`src/rtl/alu_pkg.sv`:
```
package alu_pkg;

  // datapath width, fixed by RV64
  localparam int xlen = 64;

  // iteration counter width for the multiply and divide units
  localparam int cnt_w = $clog2(xlen);

  // integer operations
  // bit 3 selects sub, unsigned compare or arithmetic shift
  typedef enum logic [3:0] {
    alu_add    = 4'b0000,
    alu_sll    = 4'b0001,
    alu_slt    = 4'b0010,
    alu_pass_b = 4'b0011,
    alu_xor    = 4'b0100,
    alu_srl    = 4'b0101,
    alu_or     = 4'b0110,
    alu_and    = 4'b0111,
    alu_sub    = 4'b1000,
    alu_sltu   = 4'b1010,
    alu_sra    = 4'b1101
  } alu_op_e;

  // M extension, same order as funct3
  // bit 2 set means the divider
  typedef enum logic [2:0] {
    md_mul    = 3'd0,
    md_mulh   = 3'd1,
    md_mulhsu = 3'd2,
    md_mulhu  = 3'd3,
    md_div    = 3'd4,
    md_divu   = 3'd5,
    md_rem    = 3'd6,
    md_remu   = 3'd7
  } md_op_e;

  // iterative unit states
  typedef enum logic {
    md_idle = 1'b0,
    md_run  = 1'b1
  } md_state_e;

  // issued instruction, 137 bits
  typedef struct packed {
    alu_op_e          op;
    md_op_e           md_op;
    // route to multiply/divide instead of the integer path
    logic             md_en;
    // 32-bit word form
    logic             word;
    logic [xlen-1:0]  src1;
    logic [xlen-1:0]  src2;
  } alu_req_t;

endpackage
```
`src/rtl/alu_exec.sv`:
```
`timescale 1ns/1ns

module alu_exec (
  input  logic                     clk,
  input  logic                     rst_n,
  input  alu_pkg::alu_req_t        req,
  input  logic                     flush,
  output logic [alu_pkg::xlen-1:0] result,
  output logic                     busy
);

  logic [alu_pkg::xlen-1:0] int_result;
  logic [alu_pkg::xlen-1:0] mul_result;
  logic [alu_pkg::xlen-1:0] div_result;
  logic                     is_div;
  logic                     issued;
  logic                     md_start;
  logic                     md_done;
  logic                     mul_start;
  logic                     div_start;
  logic                     mul_done;
  logic                     div_done;

  // md_op bit 2 picks the divider
  assign is_div = req.md_op[2];

  // one start per request, only before it has been issued
  assign md_start  = req.md_en && !issued && !flush;
  assign mul_start = md_start && !is_div;
  assign div_start = md_start && is_div;
  assign md_done   = is_div ? div_done : mul_done;

  // stall until the chosen unit reports done
  assign busy = req.md_en && !md_done && !flush;

  always_ff @(posedge clk or negedge rst_n) begin
    if (!rst_n) begin
      issued <= 1'b0;
    end else if (flush) begin
      issued <= 1'b0;
    end else if (md_start) begin
      issued <= 1'b1;
    end else if (md_done) begin
      issued <= 1'b0;
    end
  end

  alu_int u_int (
    .op         (req.op),
    .word       (req.word),
    .src1       (req.src1),
    .src2       (req.src2),
    .int_result (int_result)
  );

  alu_mul u_mul (
    .clk        (clk),
    .rst_n      (rst_n),
    .start      (mul_start),
    .flush      (flush),
    .md_op      (req.md_op),
    .word       (req.word),
    .src1       (req.src1),
    .src2       (req.src2),
    .done       (mul_done),
    .mul_result (mul_result)
  );

  alu_div u_div (
    .clk        (clk),
    .rst_n      (rst_n),
    .start      (div_start),
    .flush      (flush),
    .md_op      (req.md_op),
    .word       (req.word),
    .src1       (req.src1),
    .src2       (req.src2),
    .done       (div_done),
    .div_result (div_result)
  );

  always_comb begin
    if (!req.md_en) begin
      result = int_result;
    end else if (is_div) begin
      result = div_result;
    end else begin
      result = mul_result;
    end
  end

endmodule

```
`src/rtl/alu_div.sv`:
```
`timescale 1ns/1ns

module alu_div (
  input  logic                     clk,
  input  logic                     rst_n,
  input  logic                     start,
  input  logic                     flush,
  input  alu_pkg::md_op_e          md_op,
  input  logic                     word,
  input  logic [alu_pkg::xlen-1:0] src1,
  input  logic [alu_pkg::xlen-1:0] src2,
  output logic                     done,
  output logic [alu_pkg::xlen-1:0] div_result
);

  alu_pkg::md_state_e          state;
  logic [alu_pkg::cnt_w-1:0]   cnt;
  logic                        last_step;

  logic [alu_pkg::xlen-1:0]    quo;
  logic [alu_pkg::xlen-1:0]    rem;
  logic [alu_pkg::xlen-1:0]    dvsr;
  logic [alu_pkg::xlen-1:0]    dvd_q;
  logic                        q_neg_q;
  logic                        r_neg_q;
  logic                        zero_q;
  logic                        ovf_q;
  logic                        sel_rem_q;
  logic                        word_q;

  logic                        is_signed;
  logic [alu_pkg::xlen-1:0]    ext_a;
  logic [alu_pkg::xlen-1:0]    ext_b;
  logic [alu_pkg::xlen-1:0]    most_neg;
  logic                        a_neg;
  logic                        b_neg;
  logic [alu_pkg::xlen:0]      rem_sh;
  logic [alu_pkg::xlen:0]      diff;
  logic                        fits;
  logic [alu_pkg::xlen-1:0]    rem_next;
  logic [alu_pkg::xlen-1:0]    quo_next;
  logic [alu_pkg::xlen-1:0]    q_out;
  logic [alu_pkg::xlen-1:0]    r_out;
  logic [alu_pkg::xlen-1:0]    pick;

  assign is_signed = (md_op == alu_pkg::md_div) || (md_op == alu_pkg::md_rem);

  // word operands widened from bit 31
  assign ext_a = !word ? src1 :
                 is_signed ? {{32{src1[31]}}, src1[31:0]} : {32'b0, src1[31:0]};
  assign ext_b = !word ? src2 :
                 is_signed ? {{32{src2[31]}}, src2[31:0]} : {32'b0, src2[31:0]};

  assign most_neg = word ? {{33{1'b1}}, 31'b0} : {1'b1, {(alu_pkg::xlen-1){1'b0}}};
  assign a_neg    = is_signed & ext_a[alu_pkg::xlen-1];
  assign b_neg    = is_signed & ext_b[alu_pkg::xlen-1];

  // restoring step, next dividend bit shifted into the partial remainder
  assign rem_sh   = {rem, quo[alu_pkg::xlen-1]};
  assign diff     = rem_sh - {1'b0, dvsr};
  assign fits     = ~diff[alu_pkg::xlen];
  assign rem_next = fits ? diff[alu_pkg::xlen-1:0] : rem_sh[alu_pkg::xlen-1:0];
  assign quo_next = {quo[alu_pkg::xlen-2:0], fits};

  always_comb begin
    if (zero_q) begin
      q_out = {alu_pkg::xlen{1'b1}};
      r_out = dvd_q;
    end else if (ovf_q) begin
      q_out = dvd_q;
      r_out = '0;
    end else begin
      q_out = q_neg_q ? -quo_next : quo_next;
      // remainder takes the dividend's sign
      r_out = r_neg_q ? -rem_next : rem_next;
    end
  end

  assign pick = sel_rem_q ? r_out : q_out;

  assign last_step = (state == alu_pkg::md_run) && (cnt == {alu_pkg::cnt_w{1'b1}});

  always_ff @(posedge clk or negedge rst_n) begin
    if (!rst_n) begin
      state <= alu_pkg::md_idle;
      cnt   <= '0;
      done  <= 1'b0;
    end else if (flush) begin
      state <= alu_pkg::md_idle;
      cnt   <= '0;
      done  <= 1'b0;
    end else begin
      done <= last_step;
      case (state)
        alu_pkg::md_idle: begin
          if (start) begin
            state <= alu_pkg::md_run;
            cnt   <= '0;
          end
        end
        default: begin
          cnt <= cnt + 1'b1;
          if (last_step) begin
            state <= alu_pkg::md_idle;
          end
        end
      endcase
    end
  end

  always_ff @(posedge clk) begin
    if (start && !flush && state == alu_pkg::md_idle) begin
      quo       <= a_neg ? -ext_a : ext_a;
      rem       <= '0;
      dvsr      <= b_neg ? -ext_b : ext_b;
      dvd_q     <= ext_a;
      q_neg_q   <= a_neg ^ b_neg;
      r_neg_q   <= a_neg;
      zero_q    <= (ext_b == '0);
      ovf_q     <= is_signed && (ext_a == most_neg) && (ext_b == {alu_pkg::xlen{1'b1}});
      sel_rem_q <= (md_op == alu_pkg::md_rem) || (md_op == alu_pkg::md_remu);
      word_q    <= word;
    end else if (state == alu_pkg::md_run) begin
      quo <= quo_next;
      rem <= rem_next;
      if (last_step && !flush) begin
        div_result <= word_q ? {{32{pick[31]}}, pick[31:0]} : pick;
      end
    end
  end

endmodule

```
`src/rtl/alu_mul.sv`:
```
`timescale 1ns/1ns

module alu_mul (
  input  logic                     clk,
  input  logic                     rst_n,
  input  logic                     start,
  input  logic                     flush,
  input  alu_pkg::md_op_e          md_op,
  input  logic                     word,
  input  logic [alu_pkg::xlen-1:0] src1,
  input  logic [alu_pkg::xlen-1:0] src2,
  output logic                     done,
  output logic [alu_pkg::xlen-1:0] mul_result
);

  alu_pkg::md_state_e          state;
  logic [alu_pkg::cnt_w-1:0]   cnt;
  logic                        last_step;

  // {high, low} product, low half starts as the multiplier
  logic [2*alu_pkg::xlen-1:0]  prod;
  logic [alu_pkg::xlen-1:0]    mcand;
  logic                        neg_q;
  logic                        sel_hi_q;
  logic                        word_q;

  logic                        a_signed;
  logic                        b_signed;
  logic                        a_neg;
  logic                        b_neg;
  logic [alu_pkg::xlen-1:0]    a_mag;
  logic [alu_pkg::xlen-1:0]    b_mag;
  logic [alu_pkg::xlen:0]      part_sum;
  logic [2*alu_pkg::xlen-1:0]  prod_next;
  logic [2*alu_pkg::xlen-1:0]  prod_fix;
  logic [alu_pkg::xlen-1:0]    res_next;

  // mul and mulhu treated as unsigned, low half is the same either way
  assign a_signed = (md_op == alu_pkg::md_mulh) || (md_op == alu_pkg::md_mulhsu);
  assign b_signed = (md_op == alu_pkg::md_mulh);
  assign a_neg    = a_signed & src1[alu_pkg::xlen-1];
  assign b_neg    = b_signed & src2[alu_pkg::xlen-1];
  assign a_mag    = a_neg ? -src1 : src1;
  assign b_mag    = b_neg ? -src2 : src2;

  // one shift-add step
  assign part_sum  = {1'b0, prod[2*alu_pkg::xlen-1:alu_pkg::xlen]} +
                     ({1'b0, mcand} & {(alu_pkg::xlen+1){prod[0]}});
  assign prod_next = {part_sum, prod[alu_pkg::xlen-1:1]};
  assign prod_fix  = neg_q ? -prod_next : prod_next;

  always_comb begin
    if (sel_hi_q) begin
      res_next = prod_fix[2*alu_pkg::xlen-1:alu_pkg::xlen];
    end else if (word_q) begin
      res_next = {{32{prod_fix[31]}}, prod_fix[31:0]};
    end else begin
      res_next = prod_fix[alu_pkg::xlen-1:0];
    end
  end

  assign last_step = (state == alu_pkg::md_run) && (cnt == {alu_pkg::cnt_w{1'b1}});

  always_ff @(posedge clk or negedge rst_n) begin
    if (!rst_n) begin
      state <= alu_pkg::md_idle;
      cnt   <= '0;
      done  <= 1'b0;
    end else if (flush) begin
      state <= alu_pkg::md_idle;
      cnt   <= '0;
      done  <= 1'b0;
    end else begin
      done <= last_step;
      case (state)
        alu_pkg::md_idle: begin
          if (start) begin
            state <= alu_pkg::md_run;
            cnt   <= '0;
          end
        end
        default: begin
          cnt <= cnt + 1'b1;
          if (last_step) begin
            state <= alu_pkg::md_idle;
          end
        end
      endcase
    end
  end

  always_ff @(posedge clk) begin
    if (start && !flush && state == alu_pkg::md_idle) begin
      prod     <= {{alu_pkg::xlen{1'b0}}, b_mag};
      mcand    <= a_mag;
      neg_q    <= a_neg ^ b_neg;
      sel_hi_q <= (md_op != alu_pkg::md_mul);
      word_q   <= word;
    end else if (state == alu_pkg::md_run) begin
      prod <= prod_next;
      // result register holds until the next start
      if (last_step && !flush) begin
        mul_result <= res_next;
      end
    end
  end

endmodule

```
`src/rtl/alu_int.sv`:
```
`timescale 1ns/1ns

module alu_int (
  input  alu_pkg::alu_op_e         op,
  input  logic                     word,
  input  logic [alu_pkg::xlen-1:0] src1,
  input  logic [alu_pkg::xlen-1:0] src2,
  output logic [alu_pkg::xlen-1:0] int_result
);

  logic                     sub_en;
  logic [alu_pkg::xlen-1:0] b_in;
  logic [alu_pkg::xlen-1:0] sum;
  logic                     carry;
  logic                     overflow;
  logic                     less_s;
  logic                     less_u;
  logic [alu_pkg::xlen-1:0] shift_result;
  logic [alu_pkg::xlen-1:0] sel;

  // compares share the subtractor
  assign sub_en = (op == alu_pkg::alu_sub) ||
                  (op == alu_pkg::alu_slt) ||
                  (op == alu_pkg::alu_sltu);

  // a - b as a + ~b + 1
  assign b_in = src2 ^ {alu_pkg::xlen{sub_en}};
  assign {carry, sum} = {1'b0, src1} + {1'b0, b_in} + {{alu_pkg::xlen{1'b0}}, sub_en};

  assign overflow = (src1[alu_pkg::xlen-1] == b_in[alu_pkg::xlen-1]) &&
                    (sum[alu_pkg::xlen-1] != src1[alu_pkg::xlen-1]);

  assign less_s = sum[alu_pkg::xlen-1] ^ overflow;
  // no carry out of a + ~b + 1 means a borrow
  assign less_u = ~carry;

  alu_shifter u_shifter (
    .src1         (src1),
    .shamt        (src2[5:0]),
    .word         (word),
    .op           (op),
    .shift_result (shift_result)
  );

  always_comb begin
    case (op)
      alu_pkg::alu_add,
      alu_pkg::alu_sub:    sel = sum;
      alu_pkg::alu_sll,
      alu_pkg::alu_srl,
      alu_pkg::alu_sra:    sel = shift_result;
      alu_pkg::alu_slt:    sel = {{(alu_pkg::xlen-1){1'b0}}, less_s};
      alu_pkg::alu_sltu:   sel = {{(alu_pkg::xlen-1){1'b0}}, less_u};
      alu_pkg::alu_xor:    sel = src1 ^ src2;
      alu_pkg::alu_or:     sel = src1 | src2;
      alu_pkg::alu_and:    sel = src1 & src2;
      alu_pkg::alu_pass_b: sel = src2;
      default:             sel = sum;
    endcase
  end

  // word forms return bit 31 sign-extended
  assign int_result = word ? {{32{sel[31]}}, sel[31:0]} : sel;

endmodule

```
`src/rtl/alu_shifter.sv`:
```
`timescale 1ns/1ns

module alu_shifter (
  input  logic [alu_pkg::xlen-1:0] src1,
  input  logic [5:0]               shamt,
  input  logic                     word,
  input  alu_pkg::alu_op_e         op,
  output logic [alu_pkg::xlen-1:0] shift_result
);

  logic [5:0]               amt;
  logic [alu_pkg::xlen-1:0] right_src;
  logic [alu_pkg::xlen-1:0] shift_src;
  logic [alu_pkg::xlen-1:0] shifted;
  logic [alu_pkg::xlen-1:0] fill_mask;
  logic [alu_pkg::xlen-1:0] sra_fill;
  logic                     is_left;
  logic                     sign_bit;

  function automatic logic [alu_pkg::xlen-1:0] bit_rev(input logic [alu_pkg::xlen-1:0] v);
    logic [alu_pkg::xlen-1:0] r;
    for (int i = 0; i < alu_pkg::xlen; i++) begin
      r[i] = v[alu_pkg::xlen-1-i];
    end
    return r;
  endfunction

  assign is_left = (op == alu_pkg::alu_sll);

  // word shifts only look at 5 bits of shamt
  assign amt = word ? {1'b0, shamt[4:0]} : shamt;

  // left shift is a right shift of the mirrored operand
  assign right_src = word ? {32'b0, src1[31:0]} : src1;
  assign shift_src = is_left ? bit_rev(src1) : right_src;
  assign shifted   = shift_src >> amt;

  // ones in the top amt bits, moved down to bit 31 in word mode
  assign fill_mask = ~({alu_pkg::xlen{1'b1}} >> amt);
  assign sign_bit  = word ? src1[31] : src1[63];
  assign sra_fill  = (word ? {32'b0, fill_mask[63:32]} : fill_mask) &
                     {alu_pkg::xlen{sign_bit}};

  always_comb begin
    case (op)
      alu_pkg::alu_sll: shift_result = bit_rev(shifted);
      alu_pkg::alu_sra: shift_result = shifted | sra_fill;
      // srl, zeros already shifted in from the zero-extended source
      default:          shift_result = shifted;
    endcase
  end

endmodule

```
`config.mk`:
```
export PLATFORM = sky130hd
export DESIGN_NAME = alu_exec
export DESIGN_NICKNAME = d
export VERILOG_FILES = /design/src/rtl/alu_pkg.sv /design/src/rtl/alu_exec.sv /design/src/rtl/alu_div.sv /design/src/rtl/alu_mul.sv /design/src/rtl/alu_int.sv /design/src/rtl/alu_shifter.sv
export SDC_FILE = /design/constraint.sdc
export NUM_CORES = 2
export LEC_CHECK = 0
export ABC_AREA = 1
export BUFFER_PORTS_ARGS = -buffer_cell sky130_fd_sc_hd__buf_2
export CORE_UTILIZATION = 30
export CTS_CLUSTER_SIZE = 16
export DETAILED_ROUTE_END_ITERATION = 6
export SKIP_CTS_REPAIR_TIMING = 1
export SLEW_MARGIN = 20
export SYNTH_ARGS = -nofsm -noshare
export SYNTH_HDL_FRONTEND = slang
export SYNTH_SLANG_ARGS = --single-unit
```
`constraint.sdc`:
```
create_clock -name clk -period 7.7 [get_ports clk]
set_input_delay 0.385 -clock clk [delete_from_list [all_inputs] [get_ports clk]]
set_output_delay 0.385 -clock clk [all_outputs]
set_load 0.02 [all_outputs]
```
Word-level counts from Yosys, hierarchy flattened. Cells that the tools add are included.

Bitwise logic cells: 21. Shift operators: 2. Reductions and logical operators: 36. Mux-type cells: 55. Equality and inequality tests: 21. $add $sub $neg: 13.

Operator list (count): 2-to-1 mux 64 bit (29); case mux 64 bit (7 select lines) (1); negator 64 bit (6); bitwise AND 64 bit (2); 2-to-1 mux 128 bit (1); negator 128 bit (1); bitwise OR 64 bit (2); case mux 64 bit (2 select lines) (1); bitwise XOR 64 bit (2); adder 64 x 64 -> 65 bit (1); adder 64 x 65 -> 65 bit (1); adder 65 x 1 -> 65 bit (1); bitwise AND 64 x 65 -> 65 bit (1); subtractor 65 x 64 -> 65 bit (1); equality test 64 bit (1); equality test 64 bit (second input constant) (1); zero test 64 bit (1); inverter 64 bit (1); right shift 64 x 6 -> 64 bit (1); right shift 64 x 6 -> 64 bit (first input constant) (1); 2-to-1 mux 63 bit (1); 2-to-1 mux 6 bit (7); logical AND 1 bit (17); equality test 4 x 3 -> 1 bit (second input constant) (4); other kinds (20) (63).

Bits of input ports: 140. Register bits: 602. Output and inout port bits: 65. Word-level logic and storage cells: 173.

Longest topological paths before layout.
Word-level depth: 12. Mapped depth: 36. Depth with buffers taken out: 33.

Modules after synthesis. From an unflattened synthesis, not the netlist that was laid out.

Cell total of the unflattened synthesis: 12298. Area total of the unflattened synthesis: 72575.9 um^2.

By module, submodules not included: alu_div (area each 28866.4 um^2, instances 1, seq. area each 9349.0 um^2, cells an instance 4508); alu_mul (area each 24433.4 um^2, instances 1, seq. area each 7337.0 um^2, cells an instance 3950); alu_int (area each 9725.6 um^2, instances 1, seq. area each 0.0 um^2, cells an instance 1677); alu_shifter (area each 7569.8 um^2, instances 1, seq. area each 0.0 um^2, cells an instance 1672); alu_exec (area each 1980.6 um^2, instances 1, seq. area each 25.0 um^2, cells an instance 491).

Least setup slack after synthesis. Ideal clock, no wire load.

Path type: reg2reg. From: register u_mul.cnt[0] in the netlist's numbering. To: register u_mul.mul_result[0] in the netlist's numbering (enable). Arrival time: 6.955 ns. Stages on the path, launching flop included: 8. Library setup time: 0.644 ns. Clock period less this slack: 7.599 ns. Data required time: 7.056 ns. Buffers on the path: 0. Path slack: 0.101 ns. Cells stage by stage: dfrtp_1 ha_1 nand2_1 nor2_1 inv_1 nor2_1 inv_1 nor4_1.

Longest elaborated chain between the ends: 4.

RTL lines: from (decl) (line alu_mul.sv:17) `logic [alu_pkg::cnt_w-1:0] cnt;`; from (signal assigned) (line alu_mul.sv:83) `cnt <= cnt + 1'b1;`; equality test 6 bit (line alu_mul.sv:62) `assign last_step = (state == alu_pkg::md_run) && (cnt == {alu_pkg::cnt_w{1'b1}});`; logical AND 1 bit (line alu_mul.sv:62); logical AND 1 bit (line alu_mul.sv:102) `if (last_step && !flush) begin`; AND reduction 3 bit (no source line); to (signal assigned) (line alu_mul.sv:103) `mul_result <= res_next;`; to (decl) (line alu_mul.sv:13) `output logic [alu_pkg::xlen-1:0] mul_result`.

No other way between the ends. A chain may end at the register's enable or synchronous reset.

Final worst setup path.
From: input port req[136] in the netlist's numbering. To: output port result[51] in the netlist's numbering.

Longest elaborated chain between the ends: 9. Elaborated cells on any way between the ends: 23. Classes of those cells: 2 x add/sub; 10 x eq/ne; 1 x shift; 5 x mux; 2 x bitwise; 3 x reduce/logical.

RTL lines: from (decl) (line alu_exec.sv:6) `input alu_pkg::alu_req_t req,`; equality test 4 bit / equality test 4 x 2 -> 1 bit (equally long branches) (line alu_int.sv:22, alu_int.sv:23, alu_int.sv:46); logical OR 1 bit (line alu_int.sv:22) `assign sub_en = (op == alu_pkg::alu_sub) ||`; logical OR 1 bit (line alu_int.sv:23) `(op == alu_pkg::alu_slt) ||`; bitwise XOR 64 bit (line alu_int.sv:27) `assign b_in = src2 ^ {alu_pkg::xlen{sub_en}};`; adder 64 x 64 -> 65 bit (line alu_int.sv:28) `assign {carry, sum} = {1'b0, src1} + {1'b0, b_in} + {{alu_pkg::xlen{1'b0}}, sub_en};`; adder 65 x 1 -> 65 bit (line alu_int.sv:28); case mux 64 bit (7 select lines) (*) (line alu_int.sv:46) `case (op)`; 2-to-1 mux 64 bit (*) (line alu_int.sv:63) `assign int_result = word ? {{32{sel[31]}}, sel[31:0]} : sel;`; 2-to-1 mux 64 bit (*) (line alu_exec.sv:83) `if (!req.md_en) begin`; to (decl) (line alu_exec.sv:8) `output logic [alu_pkg::xlen-1:0] result,`.

Mark *: on every way between the ends. The rest lies on a longest branch, timed or not.

==> impl_metrics.sql <==
INSERT INTO impl_metrics (metric_group, metric, value, unit) VALUES
('status', 'outcome', 'completed', ''),
('yosys', 'postSynthRegisterBits', '602', ''),
('setup_path', 'r2r_depth', '25', ''),
('setup_path', 'cp_data_required_time', '7.32', 'ns'),
('floorplanning', 'core_footprint', '220000', 'um^2'),
('setup_path', 'crit_fanout', '25', ''),
('sta', 'hold_slack', '0.0599', 'ns'),
('sta', 'worstMarginPinSlew', '1.31', 'ns'),
('route', 'first_pass_iters', '7', ''),
('floorplanning', 'die-area', '223000', 'um^2'),
('power', 'p_leak', '32.3', 'nW'),
('sta', 'min_period', '6.69', 'ns'),
('route', 'drtAntennaViolNets', '0', ''),
('yosys', 'synth_area_leaders', 'sky130_fd_sc_hd__edfxtp_1 21%, sky130_fd_sc_hd__nand2_1 16%, sky130_fd_sc_hd__o21ai_0 8.9%, sky130_fd_sc_hd__inv_1 7.5%, sky130_fd_sc_hd__nor2_1 7.0%', ''),
('grt', 'first_global_vias', '71200', ''),
('sta', 'fin_setup_tns', '0', 'ns'),
('yosys', 'yosysTopAreaCell', 'sky130_fd_sc_hd__edfxtp_1', ''),
('worst_hold_path', 'min_path_cells', '2', ''),
('finish', 'final_cell_area', '72800', 'um^2'),
('setup_path', 'critical-path-top-cell-by-count', 'sky130_fd_sc_hd__nand2_1', ''),
('finish', 'utilization', '33.2', '%'),
('yosys', 'synthesis.instances', '10800', ''),
('yosys', 'synthSimpleGateAreaFrac', '33.2', '%'),
('worst_hold_path', 'min-delay-path-class', 'in -> reg', ''),
('placement', 'place.port_buffers', '204', ''),
('sta', 'finalCritPeriodShare', '86.9', '%'),
('setup_path', 'crit_path_start_kind', 'primary input', ''),
('setup_path', 'slowest_delay', '0.94', 'ns'),
('yosys', 'post_synth_xor_area_fraction', '4.64', '%'),
('setup_path', 'worst_setup_end_kind', 'output port', ''),
('setup_path', 'crit_arrival', '6.30', 'ns'),
('yosys', 'synth-edff-count', '457', ''),
('yosys', 'synth-async-reset-ratio', '2.82', '%'),
('sta', 'hold_vio_cnt_final', '0', ''),
('route', 'dr.first_iter.drc_count', '12400', ''),
('flow_run', 'maxCapViolations', '0', ''),
('yosys', 'warnings_synthesis', '0', ''),
('sta', 'final.setup.worst_slack', '1.01', 'ns'),
('finish', 'num-nets-final', '11200', ''),
('setup_path', 'critical-path-top-delay-family', 'simple AND/OR/NAND/NOR gates', ''),
('route', 'detailroute.via_count', '79200', ''),
('finish', 'drive_above_1_share', '6.36', '%'),
('yosys', 'synthMuxAreaShare', '0.181', '%'),
('grt', 'grt_start_max_net_pins', '136', ''),
('yosys', 'synth_adder_area_share', '6.33', '%'),
('clock_network', 'sink_count', '602', ''),
('floorplanning', 'num_rows', '172', ''),
('sta', 'max_freq', '149', 'MHz'),
('route', 'wirelength', '407000', 'um'),
('sta', 'final.setup_skew', '0.0354', 'ns'),
('clock_network', 'cts_htree_levels', '3', ''),
('floorplanning', 'initial_core_util', '30.2', '%'),
('sta', 'setup_violations', '0', ''),
('yosys', 'synth_largest_type_area_fraction', '20.7', '%'),
('yosys', 'post_synth_num_cell_types', '76', ''),
('setup_path', 'critical_path.slowest_cell', 'sky130_fd_sc_hd__a21oi_1', ''),
('yosys', 'synth_top_family_by_area', 'simple AND/OR/NAND/NOR gates', ''),
('route', 'detail_route.vias_per_cell', '5.77', ''),
('setup_path', 'worstSetupPathDepth', '22', ''),
('sta', 'slew_headroom', '11.9', '%'),
('yosys', 'synth-main-ff-cell', 'sky130_fd_sc_hd__edfxtp_1', ''),
('route', 'wire_per_inst', '29.7', 'um'),
('floorplanning', 'height_of_the_die', '472', 'um'),
('floorplanning', 'io_pins', '205', ''),
('placement', 'dpl-instance-area', '70300', 'um^2'),
('placement', 'place_ws', '1.44', 'ns'),
('power', 'power-per-cell-area', '251', 'nW/um^2'),
('floorplanning', 'die_w', '472', 'um'),
('yosys', 'avgSynthCellArea', '6.16', 'um^2'),
('yosys', 'netlist_area', '66200', 'um^2'),
('setup_path', 'timing.critical_path.buf_inv', '3', '');
-- where the power goes --
group	switching, mW	total [mW]	internal, mW
combinational	7.77	10.6	2.80
sequential	0.276	4.19	3.91
clock	1.57	3.54	1.97
total	9.62	18.3	8.68
-- final timing paths --
path	from	endpoint	slack, ns
max	req[136]	result[51]	1.01
min	flush	u_div.done$_DFF_PN0_	0.06
max reg2reg	u_div.dvsr[31]$_DFFE_PP_	u_div.div_result[60]$_DFFE_PP_	1.88
min reg2reg	u_mul.prod[80]$_SDFFE_PP0P_	u_mul.prod[80]$_SDFFE_PP0P_	0.47
max in group asynchronous	rst_n	u_div.cnt[2]$_DFFE_PN0P_	7.20
min in group asynchronous	rst_n	u_div.cnt[1]$_DFFE_PN0P_	0.20
-- layout make-up --
class	count	area, um^2
inverter	1360	5110
tap	2871	3590
antenna	46	115
sequential	602	16700
timing repair buffer	359	2250
clock inverter	33	273
fill	25000	147000
multi-input combinational	8339	42700
clock buffer	100	2080
-- flip-flops by register name, indices dropped and copies added, names as in the netlist, 6 cells and up --
| register | flops |
|---|---|
| u_div.quo | 64 |
| u_div.div_result | 64 |
| u_mul.mul_result | 64 |
| u_div.dvsr | 64 |
| u_div.rem | 64 |
| u_mul.mcand | 64 |
| u_div.dvd_q | 64 |
| u_mul.prod | 128 |
| u_mul.cnt | 6 |
| u_div.cnt | 6 |
-- cell usage in the layout, fill, tap and decap left out, types with 16 or more instances in the layout --
cell                        Yosys  layout
sky130_fd_sc_hd__nor2_1      1236    1224
sky130_fd_sc_hd__o31ai_1       23      23
sky130_fd_sc_hd__a211oi_1      70      70
sky130_fd_sc_hd__nor3_1       204     202
sky130_fd_sc_hd__nand3_1      603     603
sky130_fd_sc_hd__nand4_1      112     112
sky130_fd_sc_hd__nand3b_1      31      31
sky130_fd_sc_hd__o22ai_1       64      64
sky130_fd_sc_hd__o21ai_1       79      91
sky130_fd_sc_hd__nand2_1     2803    2800
sky130_fd_sc_hd__o21a_1        32      32
sky130_fd_sc_hd__clkinv_1      18      29
sky130_fd_sc_hd__clkbuf_1     344      16
sky130_fd_sc_hd__nand2_2       74      75
sky130_fd_sc_hd__inv_2         15      26
sky130_fd_sc_hd__or2_2         29      29
sky130_fd_sc_hd__nor2_2        24      27
sky130_fd_sc_hd__a21oi_1      621     621
sky130_fd_sc_hd__diode_2        0      46
sky130_fd_sc_hd__o21ai_0     1175    1163
sky130_fd_sc_hd__o21bai_1      20      20
sky130_fd_sc_hd__dfrtp_1       17      17
sky130_fd_sc_hd__o211ai_1      61      61
sky130_fd_sc_hd__clkbuf_16      0      77
sky130_fd_sc_hd__buf_2         23     204
sky130_fd_sc_hd__a21o_1        21      21
sky130_fd_sc_hd__dfxtp_1      128     128
sky130_fd_sc_hd__xor2_1       288     288
sky130_fd_sc_hd__a22oi_1       24      24
sky130_fd_sc_hd__ha_1         330     330
sky130_fd_sc_hd__a31oi_1       95      95
sky130_fd_sc_hd__buf_4          7     149
sky130_fd_sc_hd__nor4_1        90      87
sky130_fd_sc_hd__inv_1       1327    1314
sky130_fd_sc_hd__edfxtp_1     457     457
sky130_fd_sc_hd__xnor2_1       63      63
-- through the flow --
| stage | power, mW | cells |
|---|---|---|
| finish | 18.3 | 13700 |
| global route | 19.3 | 13700 |
| CTS | 18.0 | 13700 |
| detailed placement | 14.4 | 13500 |
| global placement | 14.4 | 13500 |
| floorplan | 11.0 | 10800 |
-- metal layers --
layer | global-route usage, % | wire (um)
met5 | 0 | 185
met4 | 26.9 | 36100
met3 | 7.46 | 44700
met2 | 49.9 | 164000
met1 | 46.0 | 162000
-- cell usage after synthesis, types with 68 or more instances --
library cell               count
sky130_fd_sc_hd__clkbuf_1    344
sky130_fd_sc_hd__nor4_1       90
sky130_fd_sc_hd__a31oi_1      95
sky130_fd_sc_hd__nand2_2      74
sky130_fd_sc_hd__o21ai_0    1175
sky130_fd_sc_hd__nand3_1     603
sky130_fd_sc_hd__ha_1        330
sky130_fd_sc_hd__edfxtp_1    457
sky130_fd_sc_hd__nand2_1    2803
sky130_fd_sc_hd__nor3_1      204
sky130_fd_sc_hd__buf_1        68
sky130_fd_sc_hd__a211oi_1     70
sky130_fd_sc_hd__nand4_1     112
sky130_fd_sc_hd__a21oi_1     621
sky130_fd_sc_hd__xor2_1      288
sky130_fd_sc_hd__dfxtp_1     128
sky130_fd_sc_hd__nor2_1     1236
sky130_fd_sc_hd__o21ai_1      79
sky130_fd_sc_hd__inv_1      1327
-- logic make-up after synthesis --
kind of cell	count (synthesis)
DFF	602
buffers and inverters	1816
adders and majority gates	333
muxes	12
and+or+nand+nor	5260
xor gates and xnor gates	351
AOI/OAI and AO/OA	2383
-- worst reg2reg max path: cells and delay by family, from the launching register on --
family	cells	cell delay [ns]
buffers and inverters	3	0.27
flip-flops	1	0.58
adder cells (fa/ha/maj)	2	0.59
AO/OA/AOI/OAI	7	1.57
AND/OR/NAND/NOR	13	2.53
No activity file was read; power rests on OpenSTA's default activity.
